**config.mk**
```make
export PLATFORM = sky130hd
export DESIGN_NAME = decode_stage
export DESIGN_NICKNAME = d
export VERILOG_FILES = /design/src/hdl/riscv_isa_pkg.sv /design/src/hdl/decode_pkg.sv /design/src/hdl/instruction_classifier.sv /design/src/hdl/operand_extractor.sv /design/src/hdl/decode_stage.sv
export SDC_FILE = /design/constraint.sdc
export NUM_CORES = 1
export LEC_CHECK = 0
export ABC_AREA = 0
export BUFFER_PORTS_ARGS = -buffer_cell sky130_fd_sc_hd__buf_4
export CAP_MARGIN = 10
export CORE_MARGIN = 2
export CORE_UTILIZATION = 54
export CTS_CLUSTER_DIAMETER = 200
export DETAILED_ROUTE_END_ITERATION = 7
export GPL_ROUTABILITY_DRIVEN = 0
export PLACE_DENSITY = 0.82
export SYNTH_ARGS = -nofsm -noshare
export SYNTH_HDL_FRONTEND = slang
export SYNTH_SLANG_ARGS = --single-unit
```
**constraint.sdc**
```tcl
create_clock -name clk -period 4.7 [get_ports clk]
set_clock_uncertainty 0.1 [all_clocks]
set_input_delay 0.94 -clock clk [delete_from_list [all_inputs] [get_ports clk]]
set_output_delay 0.94 -clock clk [all_outputs]
set_load 0.01 [all_outputs]
```
**src/hdl/riscv_isa_pkg.sv**
```systemverilog
package riscv_isa_pkg;

	localparam int instr_width = 32;
	localparam int xlen = 64;

	////////////////////
	// Major opcodes
	////////////////////

	localparam logic [6:0] op_load = 7'b0000011;
	localparam logic [6:0] op_store = 7'b0100011;
	localparam logic [6:0] op_branch = 7'b1100011;
	localparam logic [6:0] op_jal = 7'b1101111;
	localparam logic [6:0] op_jalr = 7'b1100111;
	localparam logic [6:0] op_lui = 7'b0110111;
	localparam logic [6:0] op_auipc = 7'b0010111;
	localparam logic [6:0] op_imm = 7'b0010011;
	localparam logic [6:0] op_imm_32 = 7'b0011011;
	localparam logic [6:0] op_reg = 7'b0110011;
	localparam logic [6:0] op_reg_32 = 7'b0111011;
	localparam logic [6:0] op_misc_mem = 7'b0001111;
	localparam logic [6:0] op_system = 7'b1110011;

	////////////////////
	// Funct codes
	////////////////////

	localparam logic [6:0] f7_base = 7'b0000000;
	localparam logic [6:0] f7_alt = 7'b0100000; // Sub and arithmetic shift.
	localparam logic [6:0] f7_muldiv = 7'b0000001;

	localparam logic [2:0] f3_add = 3'd0;
	localparam logic [2:0] f3_sll = 3'd1;
	localparam logic [2:0] f3_slt = 3'd2;
	localparam logic [2:0] f3_sltu = 3'd3;
	localparam logic [2:0] f3_xor = 3'd4;
	localparam logic [2:0] f3_srl = 3'd5; // Also sra.
	localparam logic [2:0] f3_or = 3'd6;
	localparam logic [2:0] f3_and = 3'd7;

	localparam logic [2:0] f3_beq = 3'd0;
	localparam logic [2:0] f3_bne = 3'd1;
	localparam logic [2:0] f3_blt = 3'd4;
	localparam logic [2:0] f3_bge = 3'd5;
	localparam logic [2:0] f3_bltu = 3'd6;
	localparam logic [2:0] f3_bgeu = 3'd7;

	// Access width of loads and stores.
	localparam logic [2:0] f3_byte = 3'd0;
	localparam logic [2:0] f3_half = 3'd1;
	localparam logic [2:0] f3_word = 3'd2;
	localparam logic [2:0] f3_double = 3'd3;
	localparam logic [2:0] f3_byte_u = 3'd4;
	localparam logic [2:0] f3_half_u = 3'd5;
	localparam logic [2:0] f3_word_u = 3'd6;

	localparam logic [2:0] f3_mul = 3'd0;
	localparam logic [2:0] f3_mulh = 3'd1;
	localparam logic [2:0] f3_mulhsu = 3'd2;
	localparam logic [2:0] f3_mulhu = 3'd3;
	localparam logic [2:0] f3_div = 3'd4;
	localparam logic [2:0] f3_divu = 3'd5;
	localparam logic [2:0] f3_rem = 3'd6;
	localparam logic [2:0] f3_remu = 3'd7;

	localparam logic [2:0] f3_fence = 3'd0;
	localparam logic [2:0] f3_fence_i = 3'd1;
	localparam logic [2:0] f3_csrrs = 3'd2;

	localparam logic [instr_width-1:0] word_ecall = 32'h0000_0073;
	localparam logic [instr_width-1:0] word_ebreak = 32'h0010_0073;

	// Counter CSR addresses.
	localparam logic [11:0] csr_cycle = 12'hc00;
	localparam logic [11:0] csr_time = 12'hc01;
	localparam logic [11:0] csr_instret = 12'hc02;
	localparam logic [11:0] csr_cycleh = 12'hc80;
	localparam logic [11:0] csr_timeh = 12'hc81;
	localparam logic [11:0] csr_instreth = 12'hc82;

	typedef enum logic [2:0] {
		r_fmt,
		i_fmt,
		s_fmt,
		b_fmt,
		u_fmt,
		j_fmt,
		unknown_fmt
	} instr_format_t;

	////////////////////
	// Instruction word views
	////////////////////

	typedef struct packed {
		logic [6:0] funct7;
		logic [4:0] rs2;
		logic [4:0] rs1;
		logic [2:0] funct3;
		logic [4:0] rd;
		logic [6:0] opcode;
	} r_view_t;

	typedef struct packed {
		logic [11:0] imm;
		logic [4:0] rs1;
		logic [2:0] funct3;
		logic [4:0] rd;
		logic [6:0] opcode;
	} i_view_t;

	typedef struct packed {
		logic [6:0] imm_11_5;
		logic [4:0] rs2;
		logic [4:0] rs1;
		logic [2:0] funct3;
		logic [4:0] imm_4_0;
		logic [6:0] opcode;
	} s_view_t;

	typedef struct packed {
		logic imm_12;
		logic [5:0] imm_10_5;
		logic [4:0] rs2;
		logic [4:0] rs1;
		logic [2:0] funct3;
		logic [3:0] imm_4_1;
		logic imm_11;
		logic [6:0] opcode;
	} b_view_t;

	typedef struct packed {
		logic [19:0] imm_31_12;
		logic [4:0] rd;
		logic [6:0] opcode;
	} u_view_t;

	typedef struct packed {
		logic imm_20;
		logic [9:0] imm_10_1;
		logic imm_11;
		logic [7:0] imm_19_12;
		logic [4:0] rd;
		logic [6:0] opcode;
	} j_view_t;

	typedef union packed {
		r_view_t r_view;
		i_view_t i_view;
		s_view_t s_view;
		b_view_t b_view;
		u_view_t u_view;
		j_view_t j_view;
	} instr_word_u;

endpackage

```
**src/hdl/decode_pkg.sv**
```systemverilog
package decode_pkg;

	////////////////////
	// Operations
	////////////////////

	typedef enum logic [7:0] {
		op_unknown = 8'd0,
		// Base integer.
		mn_lui, mn_auipc, mn_jal, mn_jalr,
		mn_beq, mn_bne, mn_blt, mn_bge, mn_bltu, mn_bgeu,
		mn_lb, mn_lh, mn_lw, mn_ld, mn_lbu, mn_lhu, mn_lwu,
		mn_sb, mn_sh, mn_sw, mn_sd,
		mn_addi, mn_slti, mn_sltiu, mn_xori, mn_ori, mn_andi,
		mn_slli, mn_srli, mn_srai,
		mn_add, mn_sub, mn_sll, mn_slt, mn_sltu,
		mn_xor, mn_srl, mn_sra, mn_or, mn_and,
		// Word width.
		mn_addiw, mn_slliw, mn_srliw, mn_sraiw,
		mn_addw, mn_subw, mn_sllw, mn_srlw, mn_sraw,
		// M extension.
		mn_mul, mn_mulh, mn_mulhsu, mn_mulhu,
		mn_div, mn_divu, mn_rem, mn_remu,
		mn_mulw, mn_divw, mn_divuw, mn_remw, mn_remuw,
		// Fence and system.
		mn_fence, mn_fence_i, mn_scall, mn_sbreak,
		mn_rdcycle, mn_rdcycleh, mn_rdtime, mn_rdtimeh,
		mn_rdinstret, mn_rdinstreth
	} operation_t;

	typedef enum logic [3:0] {
		sk_plain = 4'b0000,   // Fence and environment calls.
		sk_counter = 4'b0001, // Counter reads.
		sk_link = 4'b0010     // Register indirect jump.
	} special_kind_t;

	typedef struct packed {
		logic load;
		logic memory_operand;
		logic arith_shift;
		logic special;
		logic is_signed;
		special_kind_t kind;
	} decode_flags_t;

	////////////////////
	// Decoded bundle
	////////////////////

	typedef struct packed {
		operation_t op;
		riscv_isa_pkg::instr_format_t fmt;
		decode_flags_t flags;
		logic [4:0] rd;
		logic [4:0] rs1;
		logic [4:0] rs2;
		logic rd_used;
		logic rs1_used;
		logic rs2_used;
		logic [riscv_isa_pkg::xlen-1:0] imm;
	} decoded_instr_t;

endpackage

```
**src/hdl/instruction_classifier.sv**
```systemverilog
`timescale 1ns/1ps

module instruction_classifier (
	input riscv_isa_pkg::instr_word_u instr,
	output decode_pkg::operation_t op,
	output riscv_isa_pkg::instr_format_t fmt,
	output decode_pkg::decode_flags_t flags
);
	import riscv_isa_pkg::*;
	import decode_pkg::*;

	logic [instr_width-1:0] raw;
	logic [6:0] opcode;
	logic [2:0] funct3;
	logic [6:0] funct7;
	logic csr_read; // csrrs with rs1 of x0.

	assign raw = instr;
	assign opcode = instr.r_view.opcode;
	assign funct3 = instr.r_view.funct3;
	assign funct7 = instr.r_view.funct7;
	assign csr_read = (funct3 == f3_csrrs) && (instr.i_view.rs1 == 5'd0);

	////////////////////
	// Mnemonic match
	////////////////////

	always_comb
	begin
		op = op_unknown;
		case (opcode)
			op_lui: op = mn_lui;
			op_auipc: op = mn_auipc;
			op_jal: op = mn_jal;
			op_jalr:
				if (funct3 == 3'd0)
					op = mn_jalr;
			op_branch:
				case (funct3)
					f3_beq: op = mn_beq;
					f3_bne: op = mn_bne;
					f3_blt: op = mn_blt;
					f3_bge: op = mn_bge;
					f3_bltu: op = mn_bltu;
					f3_bgeu: op = mn_bgeu;
					default: op = op_unknown;
				endcase
			op_load:
				case (funct3)
					f3_byte: op = mn_lb;
					f3_half: op = mn_lh;
					f3_word: op = mn_lw;
					f3_double: op = mn_ld;
					f3_byte_u: op = mn_lbu;
					f3_half_u: op = mn_lhu;
					f3_word_u: op = mn_lwu;
					default: op = op_unknown;
				endcase
			op_store:
				case (funct3)
					f3_byte: op = mn_sb;
					f3_half: op = mn_sh;
					f3_word: op = mn_sw;
					f3_double: op = mn_sd;
					default: op = op_unknown;
				endcase
			op_imm:
				case (funct3)
					f3_add: op = mn_addi;
					f3_slt: op = mn_slti;
					f3_sltu: op = mn_sltiu;
					f3_xor: op = mn_xori;
					f3_or: op = mn_ori;
					f3_and: op = mn_andi;
					f3_sll:
						if (funct7[6:1] == f7_base[6:1]) // Six bit shamt.
							op = mn_slli;
					f3_srl:
						if (funct7[6:1] == f7_base[6:1])
							op = mn_srli;
						else if (funct7[6:1] == f7_alt[6:1])
							op = mn_srai;
					default: op = op_unknown;
				endcase
			op_imm_32:
				case (funct3)
					f3_add: op = mn_addiw;
					f3_sll:
						if (funct7 == f7_base)
							op = mn_slliw;
					f3_srl:
						if (funct7 == f7_base)
							op = mn_srliw;
						else if (funct7 == f7_alt)
							op = mn_sraiw;
					default: op = op_unknown;
				endcase
			op_reg:
				case ({funct7, funct3})
					{f7_base, f3_add}: op = mn_add;
					{f7_alt, f3_add}: op = mn_sub;
					{f7_base, f3_sll}: op = mn_sll;
					{f7_base, f3_slt}: op = mn_slt;
					{f7_base, f3_sltu}: op = mn_sltu;
					{f7_base, f3_xor}: op = mn_xor;
					{f7_base, f3_srl}: op = mn_srl;
					{f7_alt, f3_srl}: op = mn_sra;
					{f7_base, f3_or}: op = mn_or;
					{f7_base, f3_and}: op = mn_and;
					{f7_muldiv, f3_mul}: op = mn_mul;
					{f7_muldiv, f3_mulh}: op = mn_mulh;
					{f7_muldiv, f3_mulhsu}: op = mn_mulhsu;
					{f7_muldiv, f3_mulhu}: op = mn_mulhu;
					{f7_muldiv, f3_div}: op = mn_div;
					{f7_muldiv, f3_divu}: op = mn_divu;
					{f7_muldiv, f3_rem}: op = mn_rem;
					{f7_muldiv, f3_remu}: op = mn_remu;
					default: op = op_unknown;
				endcase
			op_reg_32:
				case ({funct7, funct3})
					{f7_base, f3_add}: op = mn_addw;
					{f7_alt, f3_add}: op = mn_subw;
					{f7_base, f3_sll}: op = mn_sllw;
					{f7_base, f3_srl}: op = mn_srlw;
					{f7_alt, f3_srl}: op = mn_sraw;
					{f7_muldiv, f3_mul}: op = mn_mulw;
					{f7_muldiv, f3_div}: op = mn_divw;
					{f7_muldiv, f3_divu}: op = mn_divuw;
					{f7_muldiv, f3_rem}: op = mn_remw;
					{f7_muldiv, f3_remu}: op = mn_remuw;
					default: op = op_unknown;
				endcase
			op_misc_mem:
				case (funct3)
					f3_fence: op = mn_fence;
					f3_fence_i: op = mn_fence_i;
					default: op = op_unknown;
				endcase
			op_system:
				if (raw == word_ecall)
					op = mn_scall;
				else if (raw == word_ebreak)
					op = mn_sbreak;
				else if (csr_read)
					case (instr.i_view.imm)
						csr_cycle: op = mn_rdcycle;
						csr_cycleh: op = mn_rdcycleh;
						csr_time: op = mn_rdtime;
						csr_timeh: op = mn_rdtimeh;
						csr_instret: op = mn_rdinstret;
						csr_instreth: op = mn_rdinstreth;
						default: op = op_unknown;
					endcase
			default: op = op_unknown;
		endcase
	end

	always_comb
	begin
		case (opcode)
			op_reg, op_reg_32: fmt = r_fmt;
			op_store: fmt = s_fmt;
			op_branch: fmt = b_fmt;
			op_lui, op_auipc: fmt = u_fmt;
			op_jal: fmt = j_fmt;
			default: fmt = i_fmt;
		endcase
		if (op == op_unknown)
			fmt = unknown_fmt;
	end

	////////////////////
	// Flags
	////////////////////

	always_comb
	begin
		flags = '0;
		flags.is_signed = 1'b1;
		flags.load = op inside {mn_lb, mn_lh, mn_lw, mn_ld, mn_lbu, mn_lhu, mn_lwu};
		flags.memory_operand = flags.load || (op inside {mn_sb, mn_sh, mn_sw, mn_sd});
		flags.arith_shift = op inside {mn_srai, mn_sra, mn_sraiw, mn_sraw};
		flags.special = op inside {mn_fence, mn_fence_i, mn_scall, mn_sbreak, mn_jalr,
			mn_rdcycle, mn_rdcycleh, mn_rdtime, mn_rdtimeh, mn_rdinstret, mn_rdinstreth};
		if (op inside {mn_rdcycle, mn_rdcycleh, mn_rdtime, mn_rdtimeh,
			mn_rdinstret, mn_rdinstreth})
			flags.kind = sk_counter;
		else if (op == mn_jalr)
			flags.kind = sk_link;
		if (op inside {mn_sltu, mn_sltiu, mn_bltu, mn_bgeu, mn_lbu, mn_lhu, mn_lwu,
			mn_mulhsu, mn_mulhu, mn_divu, mn_remu, mn_divuw, mn_remuw})
			flags.is_signed = 1'b0;
		if (op == op_unknown)
			flags = '0;
	end

endmodule

```
**src/hdl/operand_extractor.sv**
```systemverilog
`timescale 1ns/1ps

module operand_extractor (
	input riscv_isa_pkg::instr_word_u instr,
	input riscv_isa_pkg::instr_format_t fmt,
	output logic [4:0] rd,
	output logic [4:0] rs1,
	output logic [4:0] rs2,
	output logic rd_used,
	output logic rs1_used,
	output logic rs2_used,
	output logic [63:0] imm
);
	import riscv_isa_pkg::*;

	always_comb
	begin
		rd = 5'd0;
		rs1 = 5'd0;
		rs2 = 5'd0;
		rd_used = 1'b0;
		rs1_used = 1'b0;
		rs2_used = 1'b0;
		imm = '0; // R format and unknown.
		case (fmt)
			r_fmt:
			begin
				rd = instr.r_view.rd;
				rs1 = instr.r_view.rs1;
				rs2 = instr.r_view.rs2;
				{rd_used, rs1_used, rs2_used} = 3'b111;
			end
			i_fmt:
			begin
				rd = instr.i_view.rd;
				rs1 = instr.i_view.rs1;
				{rd_used, rs1_used} = 2'b11;
				imm = {{(xlen-12){instr.i_view.imm[11]}}, instr.i_view.imm};
			end
			s_fmt:
			begin
				rs1 = instr.s_view.rs1;
				rs2 = instr.s_view.rs2;
				{rs1_used, rs2_used} = 2'b11;
				imm = {{(xlen-12){instr.s_view.imm_11_5[6]}},
					instr.s_view.imm_11_5, instr.s_view.imm_4_0};
			end
			b_fmt:
			begin
				rs1 = instr.b_view.rs1;
				rs2 = instr.b_view.rs2;
				{rs1_used, rs2_used} = 2'b11;
				imm = {{(xlen-13){instr.b_view.imm_12}}, instr.b_view.imm_12,
					instr.b_view.imm_11, instr.b_view.imm_10_5, instr.b_view.imm_4_1,
					1'b0}; // Halfword aligned.
			end
			u_fmt:
			begin
				rd = instr.u_view.rd;
				rd_used = 1'b1;
				imm = {{(xlen-32){instr.u_view.imm_31_12[19]}},
					instr.u_view.imm_31_12, 12'd0};
			end
			j_fmt:
			begin
				rd = instr.j_view.rd;
				rd_used = 1'b1;
				imm = {{(xlen-21){instr.j_view.imm_20}}, instr.j_view.imm_20,
					instr.j_view.imm_19_12, instr.j_view.imm_11, instr.j_view.imm_10_1,
					1'b0};
			end
			default:
				imm = '0;
		endcase
	end

endmodule

```
**src/hdl/decode_stage.sv**
```systemverilog
`timescale 1ns/1ps

module decode_stage (
	input logic clk,
	input logic reset,
	input riscv_isa_pkg::instr_word_u instr,
	input logic instr_valid,
	output decode_pkg::decoded_instr_t decoded,
	output logic decoded_valid
);
	import riscv_isa_pkg::*;
	import decode_pkg::*;

	operation_t op;
	instr_format_t fmt;
	decode_flags_t flags;
	logic [4:0] rd;
	logic [4:0] rs1;
	logic [4:0] rs2;
	logic rd_used;
	logic rs1_used;
	logic rs2_used;
	logic [xlen-1:0] imm;
	decoded_instr_t bundle;

	instruction_classifier classifier_i (
		.instr(instr),
		.op(op),
		.fmt(fmt),
		.flags(flags)
	);

	operand_extractor extractor_i (
		.instr(instr),
		.fmt(fmt), // Format picks the field view.
		.rd(rd),
		.rs1(rs1),
		.rs2(rs2),
		.rd_used(rd_used),
		.rs1_used(rs1_used),
		.rs2_used(rs2_used),
		.imm(imm)
	);

	always_comb
	begin
		bundle.op = op;
		bundle.fmt = fmt;
		bundle.flags = flags;
		bundle.rd = rd;
		bundle.rs1 = rs1;
		bundle.rs2 = rs2;
		bundle.rd_used = rd_used;
		bundle.rs1_used = rs1_used;
		bundle.rs2_used = rs2_used;
		bundle.imm = imm;
	end

	////////////////////
	// Output register
	////////////////////

	always_ff @(posedge clk)
	begin
		if (reset)
		begin
			decoded <= '0;
			decoded_valid <= 1'b0;
		end
		else
		begin
			decoded <= bundle; // One cycle after the strobe.
			decoded_valid <= instr_valid;
		end
	end

endmodule

```
==> results.md, run 1 <==
* Arrival time worst endpoint at 4.06 ns
* # Post-CTS Setup Buffers at 0
* HP Start: instr_valid
* Core ar. at 0.00718 mm²
* Synth area leaders: dfxtp_1 34%, buf_4 8.5%, a21oi_1 3.9%
* Syn-to-layout area delta at 23.6%
* IO buf count at 134
* Sequential-to-total area share from yosys stat at 0.344
* Layout cell share with drive strength beyond 1 at 0.315
* Peak Freq at 0.259 GHz
* Initial DRC count at 423
* Top FF cell, synth: dfxtp_1
* Final Hold Vio Count at 0
* Netlist Area Pre-Place at 0.00396 mm²
* Cts bufs inserted at 9
* Initial Util at 0.551
* Critical path startpoint: instr[17]
* CTS HTree Levels at 3
* Synth Area in Adders at 0
* Die Area at 0.00803 mm²
* CTS Sinks at 68
* DR pass1 iterations at 5
* Crit-path slowest cell: a21oi_1
* Initial antenna violation count at 0
* Fraction of registers with async set/reset at 0
* Worst Hold Class: in -> reg
* Net switching power figure at 344 µW
* RSZ-0062 raised after global routing: no
* Crit path time final at 3.86 ns
* Top-area cell type share of the netlist area at 0.344
* GRT Total Usage at 0.273
* Pre-CTS WS at 0.636 ns
* CP required at 4.89 ns
* Cell mode on critical path: nor4_1
* Largest area contributor in the netlist: dfxtp_1
* Wire per inst at 17.5 µm
* Largest family of logic cells by synthesized area: simple AND/OR/NAND/NOR gates
* Vias in the first global route at 3,480
* Internal power at 964 µW
* Count of final setup violators at 0
* Reg power frac at 0.452
* Buffer depth of the longest clock path at 2
* CTS resizes at 0
* Max VDD drop at 0.000180 V
* Startpoint types: primary input
* Most frequent cells in the layout: 136 x buf_4, 68 x dfxtp_1, 41 x nor2_1, 37 x nand2_1, 31 x a21oi_1
* Post-synthesis compound-gate area fraction at 0.200
* # IOs at 138
* Synthesis-stage register bit count at 68
* Tightest Pin Transition at 1.12 ns
* Worst rel slew slack at 0.245
* Antenna Nets Post-Route at 0
* Yosys warns at 0
* Row cnt at 31
* Critical Path Fanout Max at 13
* Drt total wl at 11.6 mm
* Tcrit/Tclk final at 0.822
* Clock power share at 0.401
* First-pass GRT wire length at 16.9 mm
* Fin Setup TNS at 0 ns
* Gate power share at 0.147
* Grt ovf at 0
* Die width at 89.6 µm
* Hold buffers post-CTS at 0
* Final net count at 592
* Post-DP HPWL at 8.57 mm
* Crit-path cells: buf_4 > nor4_1 > nand4_4 > o32ai_1 > nor4_1 > o311a_1 > and2_4 > a21oi_1 > and3_1 > and2_1
* Cell leakage power at 0.00220 µW
* Max_cap viols at 0
* Syn Inst Count at 475
* Slew Viols, Final at 0
* CP delay by family, top: simple AND/OR/NAND/NOR gates
* Root buf cell: clkbuf_8
* Residual DRC at 0
* Die Span Y at 89.6 µm
* Vias at 4,134
* Avg Cell Area, Syn at 8.33 µm²
* Worst-path clk slew at 0.07 ns
* Critical path class: in -> reg
* Ant. Diodes at 0
* Worst setup EP type: flip-flop
* Library cells used by synthesis at 77
* Post-synthesis mux area share at 0.00506
* Xor/xnor cell area share of the yosys netlist at 0.00886
* Synth Area in Simple Gates at 0.324
* Most common cell after layout, fill and taps aside: buf_4
* Sw Share at 0.263
* Largest net degree at the start of global routing at 36
* Status: complete, no violations
* Slowest stage delay, CP at 0.62 ns
* Pwr Density at 268 mW/mm²
* Final WS setup at 0.837 ns
* Number of synthesized flops with an enable pin at 0
* WP buf/inv at 1
* CTS tree: done
* DR vias/cell at 6.25
## power by group through the flow
stage / sequential, µW / clock (µW) / combinational (µW)
6_report: 592 / 525 / 192
5_1_grt: 593 / 558 / 204
4_1_cts: 592 / 538 / 186
3_5_place_dp: 605 / 0 / 186
3_3_place_gp: 605 / 0 / 182
2_1_floorplan: 610 / 0 / 116
## through the flow
stage | hold WS [ns] | utilization | power, µW | instance area [µm²] | std cells
floorplan | 0.912 | - | 726 | 3960 | 477
global placement | 1.06 | 0.650 | 787 | 4670 | 645
detailed placement | 1.06 | 0.650 | 791 | 4670 | 645
CTS | 0.695 | 0.681 | 1320 | 4890 | 661
global route | 0.718 | 0.681 | 1350 | 4890 | 661
finish | 0.708 | 0.681 | 1310 | 4890 | 661
## path summary, 6_finish.rpt
check                           end  slack (ns)  cells past startpoint
worst min-delay path  decoded_valid        0.71                      2
worst max-delay path    decoded[68]        0.84                     10
## layer usage
layer	track usage	share of wire
met1	0.347	0.37
met2	0.439	0.47
met3	0.0759	0.13
met4	0.106	0.033
met5	0	0
## synth_stat cells (all sizes together), types with 3 or more instances
master,instances
clkbuf,9
nand2b,5
buf,58
nand4b,3
nor3,17
o31ai,3
nor2,42
dfxtp,68
and3,15
nor4,10
nand2,37
nand3,13
nor2b,11
nor3b,5
inv,6
o211a,3
a22oi,5
or2,5
a21oi,31
nand4,12
o21ai,14
a211oi,3
and3b,4
and2,16
o32ai,3
a21o,12
and4bb,3
or3,6
a31oi,9
## cell type report
cell class | count | area [µm²]
Clock buffer | 9 | 124
Clock inverter | 7 | 98.8
Fill cell | 600 | 2290
Inverter | 6 | 22.5
Multi-Input combinational cell | 336 | 2140
Sequential cell | 68 | 1360
Tap cell | 99 | 124
Timing Repair Buffer | 136 | 1020
## registers in the layout (all words and copies together), names as in the netlist
signal	flops
decoded	67
decoded_valid	1
## kinds of logic (layout without fill, tap and decap cells)
| family | count (synthesis) | count (layout) |
|---|---|---|
| buffers and inverters | 73 | 158 |
| multiplexers | 2 | 2 |
| AO/OA/AOI/OAI | 112 | 112 |
| XOR/XNOR | 4 | 4 |
| flip-flops | 68 | 68 |
| other | 1 | 3 |
| AND/OR/NAND/NOR | 215 | 215 |
(Power assumes the default switching activity.)
==> inputs of run 2 (changes only) <==
--- a/config.mk
+++ b/config.mk
@@ -9,11 +9,11 @@
 export BUFFER_PORTS_ARGS = -buffer_cell sky130_fd_sc_hd__buf_4
 export CAP_MARGIN = 10
 export CORE_MARGIN = 2
-export CORE_UTILIZATION = 54
+export CORE_UTILIZATION = 46
 export CTS_CLUSTER_DIAMETER = 200
 export DETAILED_ROUTE_END_ITERATION = 7
 export GPL_ROUTABILITY_DRIVEN = 0
-export PLACE_DENSITY = 0.82
+export PLACE_DENSITY = 0.74
 export SYNTH_ARGS = -nofsm -noshare
 export SYNTH_HDL_FRONTEND = slang
 export SYNTH_SLANG_ARGS = --single-unit
==> constraint.sdc (replaced) <==
create_clock -name clk -period 3.5 [get_ports clk]
set_clock_uncertainty 0.1 [all_clocks]
set_input_delay 0.7 -clock clk [delete_from_list [all_inputs] [get_ports clk]]
set_output_delay 0.7 -clock clk [all_outputs]
set_load 0.01 [all_outputs]
==> results.md, run 2 (same netlist as run 1, synthesis figures left out) <==
* Hold buffers post-CTS at 0
* Root buf cell: clkbuf_8
* Most frequent cells in the layout: 160 x buf_4, 68 x dfxtp_1, 41 x nor2_1, 37 x nand2_1, 31 x a21oi_1
* Ant. Diodes at 0
* Core ar. at 0.00826 mm²
* Internal power at 1310 µW
* First-pass GRT wire length at 19.5 mm
* Max_cap viols at 0
* Max VDD drop at 0.000254 V
* Dpl cell area at 0.00489 mm²
* Buffer depth of the longest clock path at 2
* Most common cell after layout, fill and taps aside: buf_4
* CTS tree: done
* CTS HTree Levels at 3
* Dpl cells at 677
* Cts bufs inserted at 9
* Peak Freq at 0.318 GHz
* Residual DRC at 0
* Worst setup EP type: flip-flop
* Post-layout instance area at 0.00512 mm²
* Worst-path clk slew at 0.08 ns
* Die Area at 0.00936 mm²
* Gate power share at 0.154
* Drt total wl at 12.2 mm
* Layout cell share with drive strength beyond 1 at 0.345
* Vias in the first global route at 3,809
* Crit path time final at 3.15 ns
* GRT Total Usage at 0.253
* Fin Setup TNS at 0 ns
* Pwr Density at 349 mW/mm²
* Worst rel slew slack at 0.383
* Die Span Y at 96.7 µm
* Post-Layout Cell Count at 693
* Status: complete, no violations
* Syn-to-layout area delta at 29.3%
* Worst Hold Class: in -> reg
* Pre-CTS WS at 0.0348 ns
* IO buf count at 134
* HP Start: instr[26]
* # IOs at 138
* Slew Viols, Final at 0
* Final net count at 618
* Largest registers: decoded x67, decoded_valid x1
* DR pass1 iterations at 5
* Sw Share at 0.266
* Initial DRC count at 405
* DR vias/cell at 6.04
* CTS Sinks at 68
* Die width at 96.7 µm
* Largest net degree at the start of global routing at 36
* Power, Total at 1790 µW
* Top reg by flops: decoded
* Arrival time worst endpoint at 3.29 ns
* CP required at 3.64 ns
* Vias at 4,187
* Antenna Nets Post-Route at 0
* Reg power frac at 0.445
* CTS resizes at 0
* # Post-CTS Setup Buffers at 0
* Startpoint types: primary input
* Initial Util at 0.479
* Final WS setup at 0.352 ns
* Post-DP HPWL at 8.97 mm
* Net switching power figure at 475 µW
* Final Hold Vio Count at 0
* Initial antenna violation count at 0
* Critical path class: in -> reg
* Clock power share at 0.401
* Grt ovf at 0
* RSZ-0062 raised after global routing: no
* Row cnt at 33
* Critical Path Fanout Max at 35
* Max FFs per register at 67
* Count of final setup violators at 0
* Wire per inst at 17.6 µm
* Tcrit/Tclk final at 0.899
* Critical path startpoint: instr[14]
* Tightest Pin Transition at 0.924 ns
* Cell leakage power at 0.00234 µW
[run 2: worst max-delay path: stages]
cell and delay [ns]:
buf_4 0.30, o21ai_1 0.19, and2_1 0.20, o21ai_1 0.11, o21ai_0 0.08, or4_1 0.66, nor3_4 0.37, a211oi_2 0.16
and2_1 0.31, a21o_1 0.20
[run 2: path summary, 6_finish.rpt]
kind,to,depth (start not counted)
worst max-delay path,decoded[21],10
worst min-delay path,decoded[26],2
[run 2: layout make-up]
class | count | area [µm²]
clock inverter | 7 | 98.8
timing repair buffer | 162 | 1240
fill | 731 | 3140
multi-input combinational | 336 | 2140
tap | 105 | 131
clock buffer | 9 | 124
sequential | 68 | 1360
inverter | 6 | 22.5
[run 2: routing by layer]
metal	vias to the layer above	wire length [µm]	track usage
met2	332	5540	0.405
met5	-	0	0
met1	1914	4900	0.330
li1	1907	-	-
met3	34	1450	0.0665
met4	0	294	0.0888
[run 2: power groups by stage]
stage	logic, µW	clock network (µW)	registers (µW)
after floorplan	156	0	819
after global placement	263	0	812
after detailed placement	268	0	813
after CTS	269	726	795
after global routing	293	761	796
final	275	716	795
[run 2: stage by stage]
step / hold WS (ns) / utilization
finish: 0.474 / 0.620
global route: 0.470 / 0.620
CTS: 0.471 / 0.620
detailed placement: 0.833 / 0.593
global placement: 0.825 / 0.593
floorplan: 0.672 / -
==> inputs of run 3 (changes only) <==
--- a/config.mk
+++ b/config.mk
@@ -8,7 +8,7 @@
 export ABC_AREA = 0
 export BUFFER_PORTS_ARGS = -buffer_cell sky130_fd_sc_hd__buf_4
 export CAP_MARGIN = 10
-export CORE_MARGIN = 2
+export CORE_MARGIN = 4
 export CORE_UTILIZATION = 46
 export CTS_CLUSTER_DIAMETER = 200
 export DETAILED_ROUTE_END_ITERATION = 7
==> results.md, run 3 (same netlist as run 1, synthesis figures left out) <==
* Peak Freq at 0.310 GHz
* Startpoint types: primary input
* IO buf count at 134
* DR vias/cell at 5.95
* Cell leakage power at 0.00230 µW
* Die Span Y at 101 µm
* GRT Total Usage at 0.231
* Dpl cell area at 0.00486 mm²
* Sw Share at 0.273
* Drt total wl at 12.2 mm
* Largest registers: decoded x67, decoded_valid x1
* Max VDD drop at 0.000180 V
* Grt ovf at 0
* Gate power share at 0.161
* Most frequent cells in the layout: 158 x buf_4, 68 x dfxtp_1, 41 x nor2_1, 37 x nand2_1, 31 x a21oi_1
* Min-Delay Path Depth at 2
* Tcrit/Tclk final at 0.922
* First-pass GRT wire length at 18.8 mm
* DR pass1 iterations at 6
* Hold buffers post-CTS at 0
* Max FFs per register at 67
* Syn-to-layout area delta at 27.6%
* Vias in the first global route at 3,646
* Post-layout instance area at 0.00505 mm²
* Net switching power figure at 462 µW
* Most common cell after layout, fill and taps aside: buf_4
* Crit path time final at 3.23 ns
* CTS Sinks at 68
* Final Hold Vio Count at 0
* Critical Path Fanout Max at 21
* Initial DRC count at 387
* CTS tree: done
* Antenna Nets Post-Route at 0
* Post-DP HPWL at 9.37 mm
* Wire per inst at 17.7 µm
* Reg power frac at 0.469
* # IOs at 138
* CTS HTree Levels at 3
* CP required at 3.64 ns
* Clock power share at 0.370
* Residual DRC at 0
* Arrival time worst endpoint at 3.36 ns
* Worst-path clk slew at 0.07 ns
* Tightest Pin Transition at 0.905 ns
* Worst rel slew slack at 0.396
* Die width at 101 µm
* CTS resizes at 0
* Core ar. at 0.00830 mm²
* Vias at 4,104
* Count of final setup violators at 0
* Layout cell share with drive strength beyond 1 at 0.340
* Max_cap viols at 0
* Initial Util at 0.477
* Internal power at 1230 µW
* Initial antenna violation count at 0
* Critical path class: in -> reg
* Fill cells at 734
* Cts bufs inserted at 9
* Status: complete, no violations
* Top reg by flops: decoded
* Die Area at 0.0101 mm²
* Fin Setup TNS at 0 ns
* Pwr Density at 335 mW/mm²
* Worst Hold Class: in -> reg
* Ant. Diodes at 0
* Buffer depth of the longest clock path at 2
* Root buf cell: clkbuf_8
* # Post-CTS Setup Buffers at 0
* RSZ-0062 raised after global routing: no
* Slew Viols, Final at 0
* Final net count at 615
* Largest net degree at the start of global routing at 34
* Row cnt at 33
* Worst setup EP type: flip-flop
[run 3: cell count changes in the layout (fill, tap and decap cells not counted), sizes merged]
cell,delta
buf,-3
bufinv,-1
clkbuf,+1
clkinvlp,+1
inv,-1
[run 3: critical path, cell delays in order]
cell and delay (ns):
buf_4 0.19, nor4_1 0.54, a21oi_1 0.09, o221ai_1 0.24, o211a_2 0.36, nand4_2 0.16
nor3_4 0.39, a211oi_2 0.16, and2_1 0.31, a21o_1 0.21
[run 3: worst paths after layout]
kind	slack, ns	startpoint	end
setup / recovery	0.27	instr[13]	decoded[21]
hold / removal	0.49	instr[22]	decoded[22]
[run 3: power groups by stage]
stage	Combinational [µW]	Sequential [µW]	Clock, µW
after floorplan	156	819	0
after global placement	263	812	0
after detailed placement	267	813	0
after CTS	268	795	637
after global routing	292	796	669
final	274	794	626
[run 3: stage by stage]
| stage | setup slack, ns | std cells | util | total power [µW] | hold slack, ns |
|---|---|---|---|---|---|
| finish | 0.273 | 690 | 0.608 | 1690 | 0.490 |
| global route | 0.0854 | 690 | 0.608 | 1760 | 0.485 |
| CTS | 0.364 | 690 | 0.608 | 1700 | 0.478 |
| detailed placement | 0.0188 | 674 | 0.585 | 1080 | 0.836 |
| global placement | 0.106 | 674 | 0.585 | 1080 | 0.825 |
| floorplan | 0.452 | 477 | - | 975 | 0.672 |
[run 3: per-layer routing]
metal,vias up,GRT usage,share of wire
li1,1896,-,-
met1,1865,0.313,0.39
met2,307,0.353,0.45
met3,36,0.0623,0.13
met4,0,0.0798,0.027
met5,-,0,0
[run 3: area by class of cell]
type / instances / area [µm²] / share of cell area
clock buffer: 10 / 128 / 0.0253
clock inverter: 6 / 63.8 / 0.0126
inverter: 6 / 22.5 / 0.00446
multi-input combinational: 336 / 2140 / 0.423
sequential: 68 / 1360 / 0.270
tap: 105 / 131 / 0.0260
timing repair buffer: 159 / 1210 / 0.239
